[src/design/tart_cfg_pkg.sv]
package tart_cfg_pkg;

   // ------------------------------------------------------------
   // Data widths
   // ------------------------------------------------------------
   localparam int SAMPLE_BITS = 24;     // One bit per antenna
   localparam int DELAY_BITS  = 3;      // Sample phase select
   localparam int BYTE_BITS   = 8;      // Host data path
   localparam int ADDR_BITS   = 4;      // Host register space

   typedef logic [SAMPLE_BITS-1:0] sample_t;    // Antenna word
   typedef logic [DELAY_BITS-1:0]  delay_t;     // Strobe phase
   typedef logic [BYTE_BITS-1:0]   byte_t;      // Host byte
   typedef logic [ADDR_BITS-1:0]   reg_addr_t;  // Host register address

   // ------------------------------------------------------------
   // Parameter defaults for the top level
   // ------------------------------------------------------------
   localparam int TRATE_DEFAULT         = 12;   // Clocks per sample
   localparam int BUF_ADDR_BITS_DEFAULT = 9;    // 512 samples per block
   localparam int RESET_CYCLES_DEFAULT  = 4;    // Soft reset length

endpackage

[src/design/tart_ifs.sv]
`timescale 1ns/1ps

// Capture path, control settings out and strobe/sample back
interface capture_if;
   tart_cfg_pkg::delay_t  sample_delay;   // Strobe phase
   logic                  debug_mode;     // Fake counter selected
   logic                  strobe;         // One clock per sample period
   tart_cfg_pkg::sample_t sample;         // Selected antenna word

   modport ctrl  (output sample_delay, output debug_mode, input strobe);
   modport clock (input sample_delay, output strobe);
   modport capt  (input debug_mode, input strobe, output sample);
   modport store (input sample);
endinterface


[src/design/antenna_capture.sv]
`timescale 1ns/1ps

module antenna_capture (
   input  logic                  clk_x,
   input  logic                  reset,
   input  tart_cfg_pkg::sample_t antenna_i,
   capture_if.capt               cap
);

   tart_cfg_pkg::sample_t ant_q;    // Registered pins
   tart_cfg_pkg::sample_t fake_q;   // Debug counter

   // ------------------------------------------------------------
   // Input register
   // ------------------------------------------------------------
   // Sampled every clock, lags the pins by one cycle
   always_ff @(posedge clk_x) begin
      ant_q <= antenna_i;
   end

   // ------------------------------------------------------------
   // Fake telescope
   // ------------------------------------------------------------
   // Steps once per sample strobe, wraps at 2^24
   always_ff @(posedge clk_x) begin
      if (reset) begin
         fake_q <= '0;
      end else if (cap.strobe) begin
         fake_q <= fake_q + 1'b1;
      end
   end

   // Source select
   assign cap.sample = cap.debug_mode ? fake_q : ant_q;

endmodule

[src/flat_wrapper.sv]
// flat-port wrapper written by rule: the top's interface ports become plain ports
module antenna_capture_flat 
  (clk_x, reset, antenna_i, cap_debug_mode, cap_strobe, cap_sample);
  capture_if cap_i ();
  input  logic clk_x;
  input  logic reset;
  input  tart_cfg_pkg::sample_t antenna_i;
  input wire logic [$bits(cap_i.debug_mode)-1:0] cap_debug_mode;
  input wire logic [$bits(cap_i.strobe)-1:0] cap_strobe;
  output wire logic [$bits(cap_i.sample)-1:0] cap_sample;
  assign cap_i.debug_mode = cap_debug_mode;
  assign cap_i.strobe = cap_strobe;
  assign cap_sample = cap_i.sample;
  antenna_capture u_core (.clk_x(clk_x), .reset(reset), .antenna_i(antenna_i), .cap(cap_i));
endmodule
[config.mk]
export PLATFORM = sky130hd
export DESIGN_NAME = antenna_capture_flat
export DESIGN_NICKNAME = d
export VERILOG_FILES = /design/src/design/tart_cfg_pkg.sv /design/src/design/tart_ifs.sv /design/src/design/antenna_capture.sv /design/src/flat_wrapper.sv
export SDC_FILE = /design/constraint.sdc
export NUM_CORES = 1
export LEC_CHECK = 0
export BUFFER_PORTS_ARGS = -buffer_cell sky130_fd_sc_hd__clkbuf_2
export CAP_MARGIN = 30
export CORE_MARGIN = 4
export CORE_UTILIZATION = 55
export DETAILED_ROUTE_END_ITERATION = 10
export PLACE_DENSITY_LB_ADDON = 0.1
export SLEW_MARGIN = 10
export SYNTH_ARGS = -nofsm -noshare
export SYNTH_HDL_FRONTEND = slang
export SYNTH_SLANG_ARGS = --single-unit
[constraint.sdc]
create_clock -name clk_x -period 4.5 [get_ports clk_x]
set_input_delay 0.675 -clock clk_x [delete_from_list [all_inputs] [get_ports clk_x]]
set_output_delay 0.675 -clock clk_x [all_outputs]
set_load 0.01 [all_outputs]
Word level (Yosys, flattened, before mapping)
Cells that the tools add are included.
Cells by class
  $add $sub $neg: 1
  multiplexer cells: 1
Operators by type and width (count)
  adder 24 x 1 -> 24 bit, second input constant: 1
  2-to-1 mux 24 bit: 1
Word-level totals
  bits in registers: 48
  input port bits: 28
  output and inout bits: 24
  word-level logic and storage cells: 4

Logic depth before layout (Yosys ltp)
  depth in word-level cells: 1
  mapped depth: 6
  mapped depth without buffers: 5

Worst setup path after synthesis
No wires, ideal clock.
  path kind: in2out
  start point: in cap_debug_mode
  end point: out cap_sample[10]
  arrival: 1.632 ns
  required time: 3.825 ns
  slack: 2.193 ns
  stages on the path: 3
  buffers on the path: 2
  cells stage by stage: clkbuf_1 clkbuf_1 mux2_2
On the way
  word-level cells in the longest chain between the ends: 1
RTL lines
  start: declaration: RTL line flat_wrapper.sv:8  | input wire logic [$bits(cap_i.debug_mode)-1:0] cap_debug_mode;
  2-to-1 mux 24 bit: RTL line antenna_capture.sv:34  | assign cap.sample = cap.debug_mode ? fake_q : ant_q;
  end: declaration: RTL line flat_wrapper.sv:10  | output wire logic [$bits(cap_i.sample)-1:0] cap_sample;
No other way between the ends.

Worst setup path after layout
  start point: in cap_debug_mode
  end point: out cap_sample[16]
Same word-level chain as after synthesis.

==> results.yml <==
floorplan:
  die_h_um: 66.6
  start_util_pct: 59.8
  die_x_um: 66.6
  die-area_um2: 4430
  placement_rows: 20
  io_pins: 52
  core_um2: 3150
synthesis:
  ys_types: 29
  synthesis.area_um2: 1890
  synthesis.nets: 209
  ys_ff_latch: 48
  ys_warn_count: 0
  yosysSeqAreaShare_pct: 51.0
  syn_inst: 180
  avgSynthCellArea_um2: 10.5
routing:
  drt_iter0_markers: 57
  drc: 0
  totalWireLength_um: 3490
  vias: 1425
  wl_per_cell_um: 12.7
  dr.pass1.iters: 4
  vias_per_cell: 5.20
  ant_nets: 0
sta:
  rsz0062_at_grt: "no"
  finClkSkew_ps: 13.9
  relSlewSlack_pct: 60.5
  fmax_mhz: 425
  hold_violations: 0
  fin_crit_sh_pct: 52.3
  setup_tns_ps: 0
  setup_violations: 0
  hold_ws_ps: 399
  drv_slew: 0
  worstMarginPinSlew_ps: 592
  period_minus_slack_ps: 2350
grt:
  grt_pass1_wl_um: 6000
  track_usage_pct: 17.6
  antenna_found_initial: 0
  grt_pass1_vias: 1413
  overflow: 0
  grt_max_degree: 26
clock_network:
  cts-root-buf: "clkbuf_4"
  numCtsBuffers: 5
  clk_latency_ps: 360
  post_cts_buffers: 0
  cts_buffer_depth: 2
  tritoncts: "built"
  clkTransAtPathRegs_ps: 130
  htreeDepth: 2
  ctsHoldBuffers: 0
  cts_num_sinks: 48
  cts_resized: 0
power:
  p_int_mw: 0.543
  p_leak_nw: 0.893
  p_sw_mw: 0.161
  powerDensity_nw_per_um2: 317
  switching_share_pct: 22.8
  power_frac_seq_pct: 63.1
  p_clk_share_pct: 28.9
  share_comb_of_total_power_pct: 8.0
  fin_total_pwr_mw: 0.704
  peakVddDrop_mv: 0.176
place:
  routabilityCongestion: 0.751
  io_buffers: 51
  placed_area_um2: 2160
  dp_hpwl_um: 2500
critical_path:
  path_buf_inv: 2
  critPathLaunchType: "primary input"
  cp_cell_sequence: "clkbuf_2 > mux2_2 > clkbuf_2"
  critical_path.top_delay_family: "buffers and inverters"
  worst_setup_path_end_kind: "output pin"
  crit_type: "in -> out"
  cp_max_fo: 24
  crit_slowest_cell: "clkbuf_2"
  cpMostUsedCell: "clkbuf_2"
  required_ps: 3830
  cpPeakStageDelay_ps: 460
  cp.arrival_ps: 1680
final_layout:
  final_cell_mix: "51 x clkbuf_2, 48 x dfxtp_1, 25 x mux2_2"
  final_core_util_pct: 70.4
  fillerInstances: 268
  layout_commonest_cell: "clkbuf_2"
  antenna_cells: 0
  final_area_um2: 2220
  drive_gt1_share_pct: 38.7
  nets: 258
  area_delta_synth_final_pct: 17.7
run_status:
  status: "completed"
hold_path:
  holdCritPathClass: "in -> reg"
job:
  drv_cap: 0
==> cell usage after synthesis <==
cell type | count | area [um^2]
nor2_1 | 13 | 48.8
nand4_4 | 1 | 21.3
ha_1 | 1 | 12.5
mux2i_1 | 1 | 10.0
clkbuf_1 | 6 | 22.5
inv_1 | 5 | 18.8
nor3_1 | 4 | 20.0
o31ai_1 | 3 | 22.5
mux2_2 | 25 | 282
nand2_1 | 7 | 26.3
or4b_1 | 1 | 10.0
or3_2 | 1 | 7.51
and3_1 | 1 | 6.26
buf_2 | 3 | 15.0
and4_1 | 3 | 26.3
o21a_1 | 1 | 7.51
o21ai_0 | 7 | 35.0
or4_1 | 4 | 30.0
nand4_1 | 5 | 31.3
o21ba_2 | 1 | 10.0
nand3_1 | 4 | 20.0
xnor2_1 | 8 | 70.1
nand3_2 | 2 | 20.0
xor2_1 | 3 | 26.3
nor2b_1 | 1 | 6.26
dfxtp_1 | 48 | 961
a21oi_1 | 10 | 50.1
or3_1 | 7 | 43.8
nor4_1 | 4 | 25.0
==> cells by family after synthesis <==
group,after synthesis,synth area share [%]
flops,48,51.0
xor+xnor,11,5.11
mux,26,15.5
compound gates,22,6.64
simple gates,58,18.2
fa+ha+maj,1,0.663
buf+inv,14,2.99
==> cell type report <==
class	instances	area (um^2)	share of cell area [%]
Sequential cell	48	961	43.3
Multi-Input combinational cell	118	868	39.1
Timing Repair Buffer	51	255	11.5
Tap cell	44	55.1	2.48
Clock buffer	6	51.3	2.31
Inverter	5	18.8	0.846
Clock inverter	2	10.0	0.451
==> per-layer routing <==
layer / vias to the layer above / GRT usage (%) / part of all wire, %
li1: 739 / - / -
met4: 0 / 7.36 / 1.2
met1: 632 / 20.3 / 47
met5: - / 0 / 0
met2: 48 / 30.0 / 45
met3: 6 / 5.23 / 7.0
==> final timing paths <==
kind                     start           endpoint  slack [ps]  cells after the start
max             cap_debug_mode     cap_sample[16]        2150                      3
min reg2reg  u_core.fake_q[20]  u_core.fake_q[20]         520                      2
min              antenna_i[17]   u_core.ant_q[17]         400                      1
max reg2reg   u_core.fake_q[0]  u_core.fake_q[20]        2360                      5
==> state kept, by name, summed over array words and instances (netlist names) <==
name	count
u_core.ant_q	24
u_core.fake_q	24
==> power by group through the flow <==
stage	clock, mW	combinational [mW]	sequential [mW]
after floorplan	0	0.0340	0.452
after global placement	0	0.0559	0.453
after detailed placement	0	0.0571	0.454
after CTS	0.208	0.0577	0.444
after global routing	0.230	0.0631	0.446
final	0.203	0.0566	0.444
==> per-stage QoR <==
step           instances  setup WS [ps]
6_report             274           2150
5_1_grt              274           2060
4_1_cts              274           2120
3_5_place_dp         266           2130
3_3_place_gp         266           2170
2_1_floorplan        180           2190
(Power assumes the default switching activity.)
