$ cat src/design/tart_cfg_pkg.sv
package tart_cfg_pkg;

   // ------------------------------------------------------------
   // Data widths
   // ------------------------------------------------------------
   localparam int SAMPLE_BITS = 24;     // One bit per antenna
   localparam int DELAY_BITS  = 3;      // Sample phase select
   localparam int BYTE_BITS   = 8;      // Host data path
   localparam int ADDR_BITS   = 4;      // Host register space

   typedef logic [SAMPLE_BITS-1:0] sample_t;    // Antenna word
   typedef logic [DELAY_BITS-1:0]  delay_t;     // Strobe phase
   typedef logic [BYTE_BITS-1:0]   byte_t;      // Host byte
   typedef logic [ADDR_BITS-1:0]   reg_addr_t;  // Host register address

   // ------------------------------------------------------------
   // Parameter defaults for the top level
   // ------------------------------------------------------------
   localparam int TRATE_DEFAULT         = 12;   // Clocks per sample
   localparam int BUF_ADDR_BITS_DEFAULT = 9;    // 512 samples per block
   localparam int RESET_CYCLES_DEFAULT  = 4;    // Soft reset length

endpackage

$ cat src/design/tart_ifs.sv


// Block buffer access
interface buffer_if #(
   parameter int ADDR_BITS = tart_cfg_pkg::BUF_ADDR_BITS_DEFAULT
);
   logic                  wr_en;     // Store the current sample
   logic [ADDR_BITS-1:0]  wr_addr;
   logic [ADDR_BITS-1:0]  rd_addr;
   tart_cfg_pkg::sample_t rd_data;   // Registered, one clock after rd_addr

   modport ctrl (output wr_en, output wr_addr, output rd_addr);
   modport mem  (input wr_en, input wr_addr, input rd_addr, output rd_data);
   modport rdbk (input rd_data);
endinterface

$ cat src/design/host_readback.sv
`timescale 1ns/1ps

module host_readback (
   input  logic                clk_x,
   input  logic                reset,
   input  logic                rd_pulse_i,
   input  logic [1:0]          data_sel_i,
   input  logic                data_rd_i,
   input  tart_cfg_pkg::byte_t reg_val_i,
   buffer_if.rdbk              bb,
   output tart_cfg_pkg::byte_t reg_rdata_o,
   output logic                reg_rvalid_o
);

   localparam int BB = tart_cfg_pkg::BYTE_BITS;

   tart_cfg_pkg::byte_t data_byte;
   tart_cfg_pkg::byte_t rdata_d;

   // ------------------------------------------------------------
   // Byte slice of the fetched sample
   // ------------------------------------------------------------
   always_comb begin
      case (data_sel_i)
         2'd0:    data_byte = bb.rd_data[BB-1:0];       // Low byte
         2'd1:    data_byte = bb.rd_data[2*BB-1:BB];
         default: data_byte = bb.rd_data[3*BB-1:2*BB];  // High byte
      endcase
   end

   assign rdata_d = data_rd_i ? data_byte : reg_val_i;

   // Output stage
   always_ff @(posedge clk_x) begin
      if (reset) begin
         reg_rvalid_o <= 1'b0;
      end else begin
         reg_rvalid_o <= rd_pulse_i;   // Second clock after the read strobe
      end
   end

   always_ff @(posedge clk_x) begin
      if (rd_pulse_i) begin
         reg_rdata_o <= rdata_d;
      end
   end

endmodule

$ cat src/flat_wrapper.sv
// flat-port wrapper written by rule: the top's interface ports become plain ports
module host_readback_flat 
  (clk_x, reset, rd_pulse_i, data_sel_i, data_rd_i, reg_val_i, reg_rdata_o, reg_rvalid_o, bb_rd_data);
  buffer_if bb_i ();
  input  logic clk_x;
  input  logic reset;
  input  logic rd_pulse_i;
  input  logic [1:0] data_sel_i;
  input  logic data_rd_i;
  input  tart_cfg_pkg::byte_t reg_val_i;
  output tart_cfg_pkg::byte_t reg_rdata_o;
  output logic reg_rvalid_o;
  input wire logic [$bits(bb_i.rd_data)-1:0] bb_rd_data;
  assign bb_i.rd_data = bb_rd_data;
  host_readback u_core (.clk_x(clk_x), .reset(reset), .rd_pulse_i(rd_pulse_i), .data_sel_i(data_sel_i), .data_rd_i(data_rd_i), .reg_val_i(reg_val_i), .bb(bb_i), .reg_rdata_o(reg_rdata_o), .reg_rvalid_o(reg_rvalid_o));
endmodule
$ cat config.mk
export PLATFORM = sky130hd
export DESIGN_NAME = host_readback_flat
export DESIGN_NICKNAME = d
export VERILOG_FILES = /design/src/design/tart_cfg_pkg.sv /design/src/design/tart_ifs.sv /design/src/design/host_readback.sv /design/src/flat_wrapper.sv
export SDC_FILE = /design/constraint.sdc
export NUM_CORES = 1
export LEC_CHECK = 0
export ABC_AREA = 0
export BUFFER_PORTS_ARGS = -buffer_cell sky130_fd_sc_hd__buf_4
export CAP_MARGIN = 20
export CORE_MARGIN = 2
export CORE_UTILIZATION = 40
export DETAILED_ROUTE_END_ITERATION = 6
export GPL_TIMING_DRIVEN = 0
export PLACE_DENSITY = 0.77
export SETUP_SLACK_MARGIN = 0.2
export SLEW_MARGIN = 20
export SYNTH_ARGS = -nofsm -noshare
export SYNTH_HDL_FRONTEND = slang
export SYNTH_SLANG_ARGS = --single-unit
$ cat constraint.sdc
create_clock -name clk_x -period 2.12 [get_ports clk_x]
set_clock_uncertainty 0.2 [all_clocks]
set_input_delay 0.424 -clock clk_x [delete_from_list [all_inputs] [get_ports clk_x]]
set_output_delay 0.424 -clock clk_x [all_outputs]
set_load 0.02 [all_outputs]
; ---- Yosys cells after proc, flatten, opt, wreduce, memory -nomap -nowiden
; Cells that the tools add are included.
[word_totals]
reg_bits = 9
input_bits = 38
output_inout_bits = 9
elab_cells = 6
[op_classes]
n_eq_ne = 1
muxes = 2
n_reduce_logical = 1
[op_table]
columns = cell, n
row1 = $pmux W8 S2, 1
row2 = $mux W8, 1
row3 = $eq A2 B1 Y1 const B, 1
row4 = $logic_not A2 Y1, 1

; ---- Logic depth before layout (Yosys ltp)
; Gate-level depths: netlist of the first run.
[logic_depth]
depth_word = 3
mapped_depth = 4

; ---- Least setup slack after synthesis of the first run
; Ideal clock, no wire load.
[synth_timing]
path_kind = input -> register
from = in data_sel_i[0]
to = reg u_core.reg_rdata_o[6] (data pin)
setup_ns = 0.263
arrival_time_ns = 0.882
t_required_ns = 1.657
setup_slack_ns = 0.774
stages = 3
path_buffers = 1
path_cell_list = buf_4 -> mux2i_1 -> o211ai_2
[synth_between]
elab_chain_len = 3
word_cells_on_any_way = 4
classes_between = 1 x eq/ne / 2 x mux / 1 x reduce/logical
[synth_lines]
columns = element, line
row1 = start: declaration, flat_wrapper.sv:8  ; input logic [1:0] data_sel_i;
row2 = $eq A2 B1 Y1 / $logic_not A2 Y1 (equally long branches), host_readback.sv:24  ; case (data_sel_i)
row3 = $pmux W8 S2 *, host_readback.sv:24
row4 = $mux W8 *, host_readback.sv:31  ; assign rdata_d = data_rd_i ? data_byte : reg_val_i;
row5 = via u_core.rdata_d[6], host_readback.sv:18  ; tart_cfg_pkg::byte_t rdata_d;
row6 = end signal: assignment, host_readback.sv:44  ; reg_rdata_o <= rdata_d;
row7 = end: declaration, host_readback.sv:11  ; output tart_cfg_pkg::byte_t reg_rdata_o,
; The timed path passes the listed nets; every way through them passes the cells marked *.
; A chain may end at the register's enable or synchronous reset.

; ---- Worst setup path after layout of the first run
[layout_timing]
from = reg u_core.reg_rdata_o[5]
to = out reg_rdata_o[5]
[layout_rtl]
columns = element, line
row1 = end: declaration, flat_wrapper.sv:11  ; output tart_cfg_pkg::byte_t reg_rdata_o;
; No word-level cell between the ends.

==> flow_summary.toml, run 1 <==
[setup_path]
critPathMaxFanout = 1
worstSetupStartpoint = "u_core.reg_rdata_o[5]"
crit_type = "flip-flop to output port"
end_kind = "output port"
required_ps = 1500
startpoint_type = "flip-flop"
critical_path.cell_chain = "buf_4"
crit_slowest_cell = "edfxtp_1"
cpPeakStageDelay_ps = 370
path_buf_inv = 1
cp.arrival_ps = 790
critical_path.top_delay_family = "flip-flops"

[drt]
wl_met2_um = 741
drc_errors = 0
dr.pass1.iters = 4
drtAntennaViolNets = 0
via_count = 545
wl_per_cell_um = 13.55
vias_per_cell = 4.955
met1Wirelength_um = 605
topRoutingLayerUsed = "met4"
drt_iter0_drc = 12
routed_wl_um = 1491
routed-wl-met3_um = 115

[die]
initial_core_util_pct = 44.37
die_height_um = 42.47
die_x_um = 42.47
core_sq_um = 1334
io_pins = 47
rows = 13
dieArea_sq_um = 1803

[sta]
hold_viol_final = 0
worst_slew_pin_slew_ps = 235.2
rsz0062_at_grt = "no"
clock.fmax_mhz = 705.2
fin_crit_sh_pct = 66.89
drv_slew = 0
slew_headroom_pct = 83.87
finalSetupViolCount = 0
setup_slack_ps = 702.0
layout_min_cycle_time_ps = 1418
fin_setup_tns_ps = 0

[synth]
yosysSeqAreaShare_pct = 43.97
synth_flop_cell = "edfxtp_1"
synth.avg_cell_area_sq_um = 12.59
syn_inst = 47
synth.top_cells.by_count = "8 x edfxtp_1, 8 x mux2i_1, 8 x nand2b_1, 8 x nand3_1, 8 x o211ai_2"
synth_edf_count = 8
synth.distinct_cells = 10
syn_area_sq_um = 591.8
async_flop_share_pct = 0
yosys_warnings = 0
synth-seq-cells = 9
synth_top_area_share_pct = 40.59
yosys.area.top_type = "edfxtp_1"
ys_top_cells_by_area = "edfxtp_1 41%, o211ai_2 17%, mux2i_1 14%, nand2b_1 8.5%, nand3_1 6.8%"
syn_nets = 85

[final_layout]
final_util_pct = 72.51
drive_above_1_share_pct = 63.16
antenna_cells = 0
area_growth_pct = 63.42
final_nets = 134
n_fill_cell = 116

[clock_tree]
cts_hold_buf = 0
cts_tree = "built"
cts_resized = 0
numCtsBuffers = 3
cts_root_buffer = "clkbuf_4"
clkSlewWorstSetupHoldPaths_ps = 60
clkSinkCount = 9
clk_path_buf_depth = 2
h-tree-depth = 1
postCtsSetupBuffers = 0

[global_route]
grt_pass1_vias = 570
antenna_found_initial = 0
grt_overflow = 0
grt_pass1_wl_um = 2518
grt_max_degree = 11
grt_usage_pct = 18.39

[worst_hold_path]
min_path_type = "input pin to flip-flop"
whs_path_depth = 2
hp-start = "reset"
min_to = "u_core.reg_rvalid_o"

[place]
portBuffers = 44
gp_congestion = 0.7255
hpwl_um = 1181
place_ws_ps = 711.6

[power_and_ir_drop]
powerDensity_nw_per_um2 = 523.6
p_leak_nw = 0.4639
peakVddDrop_uv = 257.2

[job]
drv_cap = 0

[outcome]
run_status = "finished clean"
-- where the power goes --
part           internal (mW)  total [mW]  switching [mW]
Combinational         0.0912       0.161          0.0700
Sequential             0.213       0.217         0.00415
Clock                 0.0723       0.128          0.0556
-- through the flow --
| stage | power, mW | cells | cell area, sq um | hold slack (ps) |
|---|---|---|---|---|
| final | 0.5065 | 110 | 967.2 | 122.3 |
| after global routing | 0.5347 | 110 | 967.2 | 125.7 |
| after CTS | 0.5110 | 110 | 967.2 | 121.7 |
| after detailed placement | 0.3824 | 106 | 940.9 | 393.0 |
| after global placement | 0.3794 | 106 | 940.9 | 381.4 |
| after floorplan | 0.2963 | 47 | 591.8 | 295.6 |
-- cells in the final DEF, fill, tap and decap left out --
master    Yosys  layout
buf_4         1      45
nand2b_4      1       1
clkbuf_1      0       1
o211ai_2      8       8
buf_6         3       3
dfxtp_1       1       1
edfxtp_1      8       8
nand2b_1      8       8
clkbuf_4      0       3
nand3_1       8       8
nor2b_1       1       1
mux2i_1       8       8
-- how the worst max path moves through the flow --
stage	endpoint	slack (ps)	depth (start not counted)
2_1_floorplan	u_core.reg_rdata_o[6]	770	3
3_3_place_gp	u_core.reg_rdata_o[0]	710	3
3_5_place_dp	u_core.reg_rdata_o[7]	710	3
4_1_cts	reg_rdata_o[5]	690	1
5_1_grt	reg_rdata_o[7]	670	1
6_report	reg_rdata_o[5]	700	1
-- kinds of logic (layout without fill, tap and decap cells) --
group,Yosys count,after routing,share of synthesized area (%)
AND/OR/NAND/NOR,18,18,18.61
multiplexers,8,8,13.53
buffers and inverters,4,52,6.977
flip-flops,9,9,43.97
AO/OA/AOI/OAI,8,8,16.91
-- sequential cells by signal, indices dropped and copies added (netlist names) --
name / cells
u_core.reg_rdata_o: 8
u_core.reg_rvalid_o: 1
-- area by class of cell --
cell class                      instances  area, sq um  share of cell area (%)
Timing Repair Buffer                   44        330.3                   34.15
Clock buffer                            4        26.28                   2.717
Multi-Input combinational cell         34        290.3                   30.01
Tap cell                               15        18.77                   1.940
Sequential cell                         9        260.3                   26.91
Buffer                                  4        41.29                   4.269
-- metal layers --
layer	up-vias	track usage (%)
met3	2	3.879
met1	238	23.32
met4	0	6.250
met5	-	0
met2	28	30.77
li1	277	-
No activity file was read; power rests on OpenSTA's default activity.
==> run 2: changes to the inputs <==
- CORE_UTILIZATION: 40 -> 34
- PLACE_DENSITY: 0.77 -> 0.7
- clock period: 2.12 -> 1.2 ns (I/O delays scaled with it)
==> flow_summary.toml, run 2 (synthesis gave the netlist of run 1 again) <==
[sta]
drv_slew = 0
worst_slew_pin_slew_ps = 198.2
fin_setup_tns_ps = -133.1
clock.fmax_mhz = 815.6
rsz0062_at_grt = "yes"
finalSetupViolCount = 8
layout_min_cycle_time_ps = 1226
hold_viol_final = 1
fin_crit_sh_pct = 102.2
slew_headroom_pct = 86.41
fin_hold_ws_ps = -64.79
setup_slack_ps = -26.03

[setup_path]
critical_path.top_delay_family = "flip-flops"
cp.arrival_ps = 790
end_kind = "output port"
critPathMaxFanout = 1
crit_type = "flip-flop to output port"
required_ps = 760
crit_slowest_cell = "edfxtp_1"
critical_path.cell_chain = "buf_6"
path_buf_inv = 1
cpPeakStageDelay_ps = 380
startpoint_type = "flip-flop"
worstSetupStartpoint = "u_core.reg_rdata_o[7]"

[job]
drv_cap = 0

[die]
dieArea_sq_um = 2090
core_sq_um = 1689
die_x_um = 45.72
die_height_um = 45.72
io_pins = 47
initial_core_util_pct = 35.04
rows = 15

[clock_tree]
cts_tree = "built"
clk_path_buf_depth = 2
postCtsSetupBuffers = 0
clkSinkCount = 9
numCtsBuffers = 3
cts_root_buffer = "clkbuf_4"
h-tree-depth = 1
clkSlewWorstSetupHoldPaths_ps = 60

[place]
place_ws_ps = 1.033
portBuffers = 44
gp_congestion = 0.6743

[global_route]
grt_overflow = 0
grt_usage_pct = 14.88
antenna_found_initial = 0
grt_max_degree = 11
grt_pass1_vias = 511
grt_pass1_wl_um = 2166

[final_layout]
largest_register_ffs = 8
antenna_cells = 0
regMostFlops = "u_core.reg_rdata_o"
area_growth_pct = 72.52
top_regs = "u_core.reg_rdata_o: 8 flops, u_core.reg_rvalid_o: 1 flops"
n_fill_cell = 146
multi_input_area_sq_um = 290.3
final_cell_mix = "35 x buf_4, 11 x buf_6"
regArea_sq_um = 261.5
final_common_cell = "buf_4"
final_nets = 134
drive_above_1_share_pct = 64.21

[outcome]
violations = "hold timing, setup timing"
run_status = "complete, but fails checks"

[worst_hold_path]
hp-start = "reset"
min_path_type = "input pin to flip-flop"

[drt]
via_count = 535
drt_iter0_drc = 4
drc_errors = 0
vias_per_cell = 4.777
wl_per_cell_um = 12.95
dr.pass1.iters = 2
drtAntennaViolNets = 0
routed_wl_um = 1450

[power_and_ir_drop]
peakVddDrop_uv = 300.4
powerDensity_nw_per_um2 = 901.7
p_leak_nw = 0.4825
power.total_mw = 0.9206
-- run 2: path summary, 6_finish.rpt --
path                         endpoint  slack, ps  depth (start not counted)
hold / removal    u_core.reg_rvalid_o        -60                          2
setup / recovery       reg_rdata_o[7]        -30                          1
-- run 2: area by class of cell --
| class | instances | area share (%) |
|---|---|---|
| repair buffers | 44 | 35.66 |
| multi-input cells | 34 | 28.43 |
| flip-flops and latches | 9 | 25.61 |
| plain buffers | 4 | 5.637 |
| clock buffers | 4 | 2.574 |
| well taps | 17 | 2.083 |
-- run 2: per-layer routing --
| layer | track usage, % | up-vias | routed length [um] |
|---|---|---|---|
| li1 | - | 273 | - |
| met1 | 17.49 | 244 | 550 |
| met2 | 26.20 | 18 | 831 |
| met3 | 1.190 | 0 | 68 |
| met4 | 8.571 | 0 | 0 |
| met5 | 0 | - | 0 |
-- run 2: power by group --
group	internal [mW]	total (mW)	switching, mW
registers	0.378	0.391	0.0128
clock network	0.128	0.226	0.0980
logic	0.184	0.304	0.120
total	0.690	0.921	0.231
-- run 2: through the flow --
step                utilization, %  cells  area (sq um)
floorplan                        -     47         608.1
global placement             56.81    108         959.7
detailed placement           56.81    108         959.7
CTS                          60.44    112          1021
global route                 60.44    112          1021
finish                       60.44    112          1021
-- run 2: timing repair --
action / 4_1_cts / 5_1_grt
hold endpoints to repair: 1 / 1
gates resized for setup: 10 / 0
endpoints found under the setup margin: 9 / 9
pin swaps: 0 / 0
