File: src/design/tart_cfg_pkg.sv
package tart_cfg_pkg;

   // ------------------------------------------------------------
   // Data widths
   // ------------------------------------------------------------
   localparam int SAMPLE_BITS = 24;     // One bit per antenna
   localparam int DELAY_BITS  = 3;      // Sample phase select
   localparam int BYTE_BITS   = 8;      // Host data path
   localparam int ADDR_BITS   = 4;      // Host register space

   typedef logic [SAMPLE_BITS-1:0] sample_t;    // Antenna word
   typedef logic [DELAY_BITS-1:0]  delay_t;     // Strobe phase
   typedef logic [BYTE_BITS-1:0]   byte_t;      // Host byte
   typedef logic [ADDR_BITS-1:0]   reg_addr_t;  // Host register address

   // ------------------------------------------------------------
   // Parameter defaults for the top level
   // ------------------------------------------------------------
   localparam int TRATE_DEFAULT         = 12;   // Clocks per sample
   localparam int BUF_ADDR_BITS_DEFAULT = 9;    // 512 samples per block
   localparam int RESET_CYCLES_DEFAULT  = 4;    // Soft reset length

endpackage

File: src/design/tart_ifs.sv
`timescale 1ns/1ps

// Capture path, control settings out and strobe/sample back
interface capture_if;
   tart_cfg_pkg::delay_t  sample_delay;   // Strobe phase
   logic                  debug_mode;     // Fake counter selected
   logic                  strobe;         // One clock per sample period
   tart_cfg_pkg::sample_t sample;         // Selected antenna word

   modport ctrl  (output sample_delay, output debug_mode, input strobe);
   modport clock (input sample_delay, output strobe);
   modport capt  (input debug_mode, input strobe, output sample);
   modport store (input sample);
endinterface


File: src/design/sample_clock.sv
`timescale 1ns/1ps

module sample_clock #(
   parameter int TRATE = tart_cfg_pkg::TRATE_DEFAULT
) (
   input  logic     clk_x,
   input  logic     reset,
   capture_if.clock cap
);

   // Counter must hold TRATE-1 and every delay setting
   localparam int PH_BITS = (TRATE > 8) ? $clog2(TRATE) : tart_cfg_pkg::DELAY_BITS;
   localparam logic [PH_BITS-1:0] PH_LAST = PH_BITS'(TRATE - 1);

   logic [PH_BITS-1:0] phase_q;
   logic [PH_BITS-1:0] delay_ext;

   // ------------------------------------------------------------
   // Free-running phase counter
   // ------------------------------------------------------------
   always_ff @(posedge clk_x) begin
      if (reset) begin
         phase_q <= '0;
      end else if (phase_q == PH_LAST) begin
         phase_q <= '0;                    // Wrap once per sample
      end else begin
         phase_q <= phase_q + 1'b1;
      end
   end

   // Zero extend the phase setting
   assign delay_ext = PH_BITS'(cap.sample_delay);

   // One clock high per period, at the chosen phase
   assign cap.strobe = (phase_q == delay_ext);

endmodule

File: src/flat_wrapper.sv
// flat-port wrapper written by rule: the top's interface ports become plain ports
module sample_clock_flat 
#(
   parameter int TRATE = tart_cfg_pkg::TRATE_DEFAULT
)
  (clk_x, reset, cap_sample_delay, cap_strobe);
  capture_if cap_i ();
  input  logic clk_x;
  input  logic reset;
  input wire logic [$bits(cap_i.sample_delay)-1:0] cap_sample_delay;
  output wire logic [$bits(cap_i.strobe)-1:0] cap_strobe;
  assign cap_i.sample_delay = cap_sample_delay;
  assign cap_strobe = cap_i.strobe;
  sample_clock #(.TRATE(TRATE)) u_core (.clk_x(clk_x), .reset(reset), .cap(cap_i));
endmodule
File: config.mk
export PLATFORM = sky130hd
export DESIGN_NAME = sample_clock_flat
export DESIGN_NICKNAME = d
export VERILOG_FILES = /design/src/design/tart_cfg_pkg.sv /design/src/design/tart_ifs.sv /design/src/design/sample_clock.sv /design/src/flat_wrapper.sv
export SDC_FILE = /design/constraint.sdc
export NUM_CORES = 1
export LEC_CHECK = 0
export ABC_AREA = 0
export ABC_CLOCK_PERIOD_IN_PS = 1700
export BUFFER_PORTS_ARGS = -buffer_cell sky130_fd_sc_hd__buf_2
export CORE_AREA = 2 2 39 41
export CTS_CLUSTER_SIZE = 8
export DETAILED_ROUTE_END_ITERATION = 8
export DIE_AREA = 0 0 41 43
export GPL_TIMING_DRIVEN = 0
export PLACE_DENSITY = 0.38
export SLEW_MARGIN = 20
export SYNTH_ARGS = -nofsm -noshare
export SYNTH_HDL_FRONTEND = slang
export SYNTH_SLANG_ARGS = --single-unit
File: constraint.sdc
create_clock -name clk_x -period 1.7 [get_ports clk_x]
set_clock_uncertainty 0.2 [all_clocks]
set_input_delay 0.34 -clock clk_x [delete_from_list [all_inputs] [get_ports clk_x]]
set_output_delay 0.34 -clock clk_x [all_outputs]
set_load 0.01 [all_outputs]
== Word-level counts from Yosys, hierarchy flattened ==
Index checks and enable logic that the tools add are counted.
Word-level totals
  register bits after elaboration: 4
  bits in latches: 0
  memory bits (writable): 0
  memory bits (read-only): 0
  bits of input ports: 5
  output and inout bits: 1
  memories kept: 0
Cells by class
  $add $sub $neg: 1
  multipliers: 0
  divide/modulo/power cells: 0
  magnitude comparators: 0
  equality and inequality tests: 2
  shift-type cells: 0
  muxes and demuxes: 0
  bitwise operators: 0
  reduce and logical (&&, ||, !) cells: 1
Operators with widths (number)
  4-bit by 1-bit adder with 4-bit output (second input constant): 1
  4-bit by 3-bit equality test with 1-bit output: 1
  4-bit equality test (second input constant): 1
  2-bit OR reduction: 1

== Depth between registers and ports, before layout ==
Gate-level depths: netlist of run 1.
  depth after elaboration: 2
  gate-level depth with buffers: 4
  gate-level depth less buffers: 4

== Least setup slack after synthesis of run 1 ==
Ideal clock, no wire load.
  kind: reg2out
  from: register u_core.phase_q[2]
  to: output port cap_strobe
  arrival time: 0.855 ns
  slack: 0.305 ns
  cell stages (with the launch flop): 3
  path buffers: 0
  cell sequence: dfxtp_1 -> xor2_1 -> nor4_2
Between the ends
  word-level cells in the longest chain between the ends: 1
Ends and longest elaborated chain
  start: declaration: RTL line sample_clock.sv:15  | logic [PH_BITS-1:0] phase_q;
  start signal: assignment: RTL line sample_clock.sv:27  | phase_q <= phase_q + 1'b1;
  4-bit by 3-bit equality test with 1-bit output: RTL line sample_clock.sv:35  | assign cap.strobe = (phase_q == delay_ext);
  end: declaration: RTL line flat_wrapper.sv:11  | output wire logic [$bits(cap_i.strobe)-1:0] cap_strobe;
No other way between the ends.

== Worst setup path after layout of run 1 ==
  from: register u_core.phase_q[1]
  to: output port cap_strobe
Same word-level chain as after synthesis.

==> results.py, run 1 <==
metrics = {
    "logic_synthesis": {
        "ys_top_cells_by_area": "dfxtp_1 38%, xor2_1 12%, ha_1 5.9%",
        "ys_seq_area_share_pct": 37.9,
        "yosys_warnings": 0,
        "syn_inst": 20,
        "syn-num-nets": 26,
        "synth_cell_types": 14,
        "syn_area_per_cell_sq_um": 10.6,
        "ys_ff_latch": 4,
        "synth.cell_area_sq_um": 211,
        "synth_area_leader_cell": "dfxtp_1",
        "synth_top_area_share_pct": 37.9,
    },
    "sta": {
        "slew_headroom_pct": 87.3,
        "whs_ps": 129,
        "hold_viol": 0,
        "setup_violations": 0,
        "worst_pin_slew_ps": 190,
        "drv_slew": 0,
        "fmax_mhz": 613,
        "finalCritPeriodShare_pct": 96.0,
        "fin_crit_ps": 1630,
        "tns_ps": 0,
        "rsz0062_at_grt": "no",
    },
    "placement": {
        "dp_cells": 41,
        "portBuffers": 5,
        "gp_congestion": 0.634,
        "dp_hpwl_um": 291,
    },
    "drt": {
        "num_vias": 176,
        "drtIter0Drc": 1,
        "routed.top_layer": "met3",
        "wl_met2_um": 176,
        "route.detailed.vias_per_inst": 3.91,
        "wl_per_cell_um": 9.16,
        "wl_met1_um": 190,
        "drc_errors": 0,
        "drt_wl_total_um": 412,
        "postRouteAntennaNets": 0,
        "wl_met3_um": 46,
        "drt_first_pass_iters": 2,
    },
    "layout": {
        "fin_cells": 45,
        "top_regs": "u_core.phase_q: 4 flops",
        "areaGrowthSynthToFinish_pct": 43.2,
        "layout-drive-gt1-share_pct": 55.2,
        "final_common_cell": "buf_2",
        "largest_reg_flops": 4,
        "most-common-layout-cells": "5 x buf_2, 3 x clkbuf_4, 2 x xor2_1, 2 x nor2_1, 2 x dfxtp_4",
        "num_antenna_cells": 0,
        "nFillCells": 151,
        "ff_latch_area_sq_um": 88.8,
        "num-nets-final": 37,
        "multi_input_area_sq_um": 139,
        "top_register": "u_core.phase_q",
    },
    "floorplan": {
        "fp.coreArea_sq_mm": 0.00138,
        "fp.dieW_um": 41,
        "row_count": 14,
        "pin_count": 6,
        "start_util_pct": 15.3,
        "die_area_sq_mm": 0.00176,
        "die_h_um": 43,
    },
    "worst_setup_path": {
        "cp-start-kind": "flip-flop",
        "end_kind": "output pin",
        "crit_arrival_ps": 1090,
        "ff2ff_setup_slack_ps": 460,
        "crit_chain": "xor2_1, nor4_2, buf_2",
        "startpoint": "u_core.phase_q[1]",
        "cp.required_ps": 1160,
        "worstPathMaxFanout": 3,
        "critPathKind": "reg -> out",
        "r2r-start": "u_core.phase_q[0]",
        "cp_slowest_stage_delay_ps": 320,
        "cpMaxStageDelayCell": "dfxtp_2",
    },
    "clock_network": {
        "clk_pin_slew_ps": 40,
        "cts_made_buffers": 3,
        "htree_levels": 1,
        "clock-sinks": 4,
        "cts-hold-fix-buffers": 0,
        "cts_tree": "built",
        "clockBufferDepth": 2,
        "root_buffer": "clkbuf_4",
        "clk-insertion-delay-late_ps": 230,
    },
    "power": {
        "ir_worst_vdd_mv": 0.244,
        "power_mw": 0.262,
        "power_density_mw_per_mm2": 865,
        "leakage_nw": 0.124,
    },
    "min_path": {
        "hp-start": "reset",
        "min_path_type": "in -> reg",
    },
    "global_routing": {
        "grt_pass1_vias": 173,
        "grt_max_degree": 8,
        "antenna_found_initial": 0,
        "grt_pass1_wl_um": 593,
        "overflow": 0,
        "grt_usage_pct": 6.03,
    },
    "run_status": {
        "outcome": "completed",
    },
    "run": {
        "maxCapViolCount": 0,
    },
}
final timing paths:
kind,endpoint,cells after the start
worst max-delay path,cap_strobe,3
worst min-delay path,u_core.phase_q[0],2
worst max register to register,u_core.phase_q[3],4
worst min register to register,u_core.phase_q[0],1
synth_stat cells:
master,number
nor3b_2,1
a31oi_1,1
nor4_2,1
nor2_1,2
dfxtp_1,4
mux2i_1,1
xor2_1,3
nor3_2,1
a21oi_1,1
nor3b_1,1
and3b_1,1
nand2_1,1
nand4b_1,1
ha_1,1
worst max-delay path, delay by kind of cell, from the launching register on:
| kind | cells | cell delay, ps |
|---|---|---|
| DFF | 1 | 320 |
| and+or+nand+nor | 1 | 230 |
| buffers and inverters | 1 | 160 |
| xor gates and xnor gates | 1 | 150 |
power by group:
group	switching [mW]	internal, mW	leakage, nW
registers	0.00839	0.100	0.0344
clock network	0.0365	0.0788	0.0138
logic	0.0158	0.0219	0.0761
total	0.0607	0.201	0.124
kinds of logic (layout without fill, tap and decap cells):
logic type | Yosys count | after routing | synth area share, %
adder cells (fa/ha/maj) | 1 | 1 | 5.92
flip-flops | 4 | 4 | 37.9
AO/OA/AOI/OAI | 2 | 2 | 5.33
XOR/XNOR | 3 | 3 | 12.4
multiplexers | 1 | 1 | 4.73
AND/OR/NAND/NOR | 9 | 9 | 33.7
buffers and inverters | 0 | 9 | 0
layout make-up:
type / instances / area share (%)
multi-input cells: 16 / 45.9
well taps: 16 / 6.61
clock buffers: 3 / 7.44
flip-flops and latches: 4 / 29.3
repair buffers: 6 / 10.7
repair_timing:
action | in CTS | in global routing
buffers inserted | 0 | 1
endpoints found under the setup margin | 1 | 1
gates cloned | 0 | 0
pin swaps | 0 | 2
gates resized for setup | 2 | 4
metrics by stage:
stage | setup WS, ps | instance area, sq um | util (%)
floorplan | 305 | 211 | -
global placement | 194 | 256 | 18.5
detailed placement | 164 | 256 | 18.5
CTS | 0.122 | 282 | 20.3
global route | 5.90 | 303 | 21.9
finish | 67.6 | 303 | 21.9
routing by layer:
metal	GRT usage, %	vias up
met4	8.00	0
li1	-	90
met5	0	-
met3	5.76	0
met2	6.25	6
met1	5.48	80
Power figures use the tool's default switching activity.
==> inputs of run 2 (changes only) <==
GPL_TIMING_DRIVEN = unset   (was 0)
==> run 2 against run 1 <==
Global-route usage is 0.50 points higher. First-iteration DRC count fell by 100%. Register-to-register slack barely moved. Via count fell by 2.3%. Sequential power about the same. Critical path type unchanged. Largest cell class unchanged. Wire length is 2.2% lower. Hold slack barely moved. Critical path depth stayed put.
==> results.py, run 2 (synthesis results as in run 1) <==
metrics = {
    "clock_network": {
        "root_buffer": "clkbuf_4",
        "clk-insertion-delay-late_ps": 230,
        "cts_made_buffers": 3,
        "cts_tree": "built",
        "htree_levels": 1,
        "clock-sinks": 4,
        "clk_pin_slew_ps": 40,
        "clockBufferDepth": 2,
        "cts-hold-fix-buffers": 0,
    },
    "min_path": {
        "hp-start": "reset",
        "min_path_cells": 2,
        "min_path_type": "in -> reg",
        "hold_path_end": "u_core.phase_q[1]",
    },
    "drt": {
        "route.detailed.vias_per_inst": 3.91,
        "postRouteAntennaNets": 0,
        "drt_first_pass_iters": 1,
        "drc_errors": 0,
        "drtIter0Drc": 0,
        "num_vias": 172,
        "drt_wl_total_um": 403,
        "wl_per_cell_um": 9.16,
    },
    "worst_setup_path": {
        "end_kind": "output pin",
        "cpMaxStageDelayCell": "dfxtp_2",
        "cp.required_ps": 1160,
        "critPathKind": "reg -> out",
        "r2r_cells": 4,
        "crit_buf_inv": 1,
        "ff2ff_setup_slack_ps": 460,
        "worstPathMaxFanout": 5,
        "cp_slowest_stage_delay_ps": 340,
        "r2r-start": "u_core.phase_q[0]",
        "r2r_end": "u_core.phase_q[3]",
        "startpoint": "u_core.phase_q[0]",
        "cp_top_family": "flip-flops",
        "crit_arrival_ps": 1100,
        "crit_chain": "xor2_1, nor4_2, buf_2",
        "cp-start-kind": "flip-flop",
    },
    "global_routing": {
        "grt_pass1_wl_um": 703,
        "grt_usage_pct": 6.53,
        "grt_pass1_vias": 193,
        "overflow": 0,
        "grt_max_degree": 8,
        "antenna_found_initial": 0,
    },
    "floorplan": {
        "die_area_sq_mm": 0.00176,
        "die_h_um": 43,
        "start_util_pct": 15.3,
        "row_count": 14,
        "fp.dieW_um": 41,
        "pin_count": 6,
        "fp.coreArea_sq_mm": 0.00138,
    },
    "placement": {
        "placed_cell_area_sq_um": 256,
        "portBuffers": 5,
        "gp_congestion": 0.645,
        "dp_slack_ps": 167,
    },
    "power": {
        "ir_worst_vdd_mv": 0.265,
        "leakage_nw": 0.118,
        "power_mw": 0.257,
        "power_density_mw_per_mm2": 900,
    },
    "sta": {
        "finalCritPeriodShare_pct": 96.2,
        "setup_violations": 0,
        "hold_viol": 0,
        "layout_setup_ws_ps": 64.3,
        "fmax_mhz": 611,
        "slew_headroom_pct": 88.3,
        "tns_ps": 0,
        "rsz0062_at_grt": "no",
        "worst_pin_slew_ps": 174,
        "fin_crit_ps": 1640,
        "drv_slew": 0,
    },
    "layout": {
        "top_regs": "u_core.phase_q: 4 flops",
        "largest_reg_flops": 4,
        "num_antenna_cells": 0,
        "areaGrowthSynthToFinish_pct": 34.9,
        "final_common_cell": "buf_2",
        "num-nets-final": 36,
        "top_register": "u_core.phase_q",
        "final_cell_area_sq_um": 285,
        "most-common-layout-cells": "5 x buf_2, 3 x xor2_1, 3 x clkbuf_4",
        "layout-drive-gt1-share_pct": 50.0,
        "fin_util_pct": 20.6,
    },
    "run": {
        "maxCapViolCount": 0,
    },
    "run_status": {
        "outcome": "completed",
    },
}
==> run 2: cell types whose count changed in the layout (fill, tap and decap cells not counted), sizes merged <==
cell / delta
buf: -1
==> run 2: how the worst max path moves through the flow <==
stage,end,slack [ps],depth (start not counted)
after detailed placement,cap_strobe,170,4
after global placement,cap_strobe,190,4
final,cap_strobe,60,3
after CTS,cap_strobe,6,3
after global routing,cap_strobe,0.2,3
after floorplan,cap_strobe,310,2
==> run 2: report_power, final <==
group / internal, mW / switching [mW] / leakage, nW
Combinational: 0.0182 / 0.0139 / 0.0701
Clock: 0.0788 / 0.0362 / 0.0138
Sequential: 0.101 / 0.00863 / 0.0341
==> run 2: layer usage <==
metal	GRT usage, %	part of all wire [%]	up-vias
li1	-	-	89
met1	6.75	45	77
met2	7.81	45	6
met3	2.09	10	0
met4	10.0	0	0
met5	0	0	-
==> run 2: what timing repair did <==
item	4_1_cts	5_1_grt
buffers inserted	0	0
pin swaps	0	1
setup endpoints to repair	1	1
resized for setup	1	3
==> run 2: cell type report <==
class                   instances  area, sq um
clock buffers                   3         22.5
fillers                       151         1100
well taps                      16         20.0
flip-flops and latches          4         86.3
repair buffers                  5         25.0
multi-input cells              16          131
==> run 2: through the flow <==
stage               std cells  hold slack, ps
detailed placement         41             333
finish                     44             129
floorplan                  20             209
global route               44             129
global placement           41             335
CTS                        44             118
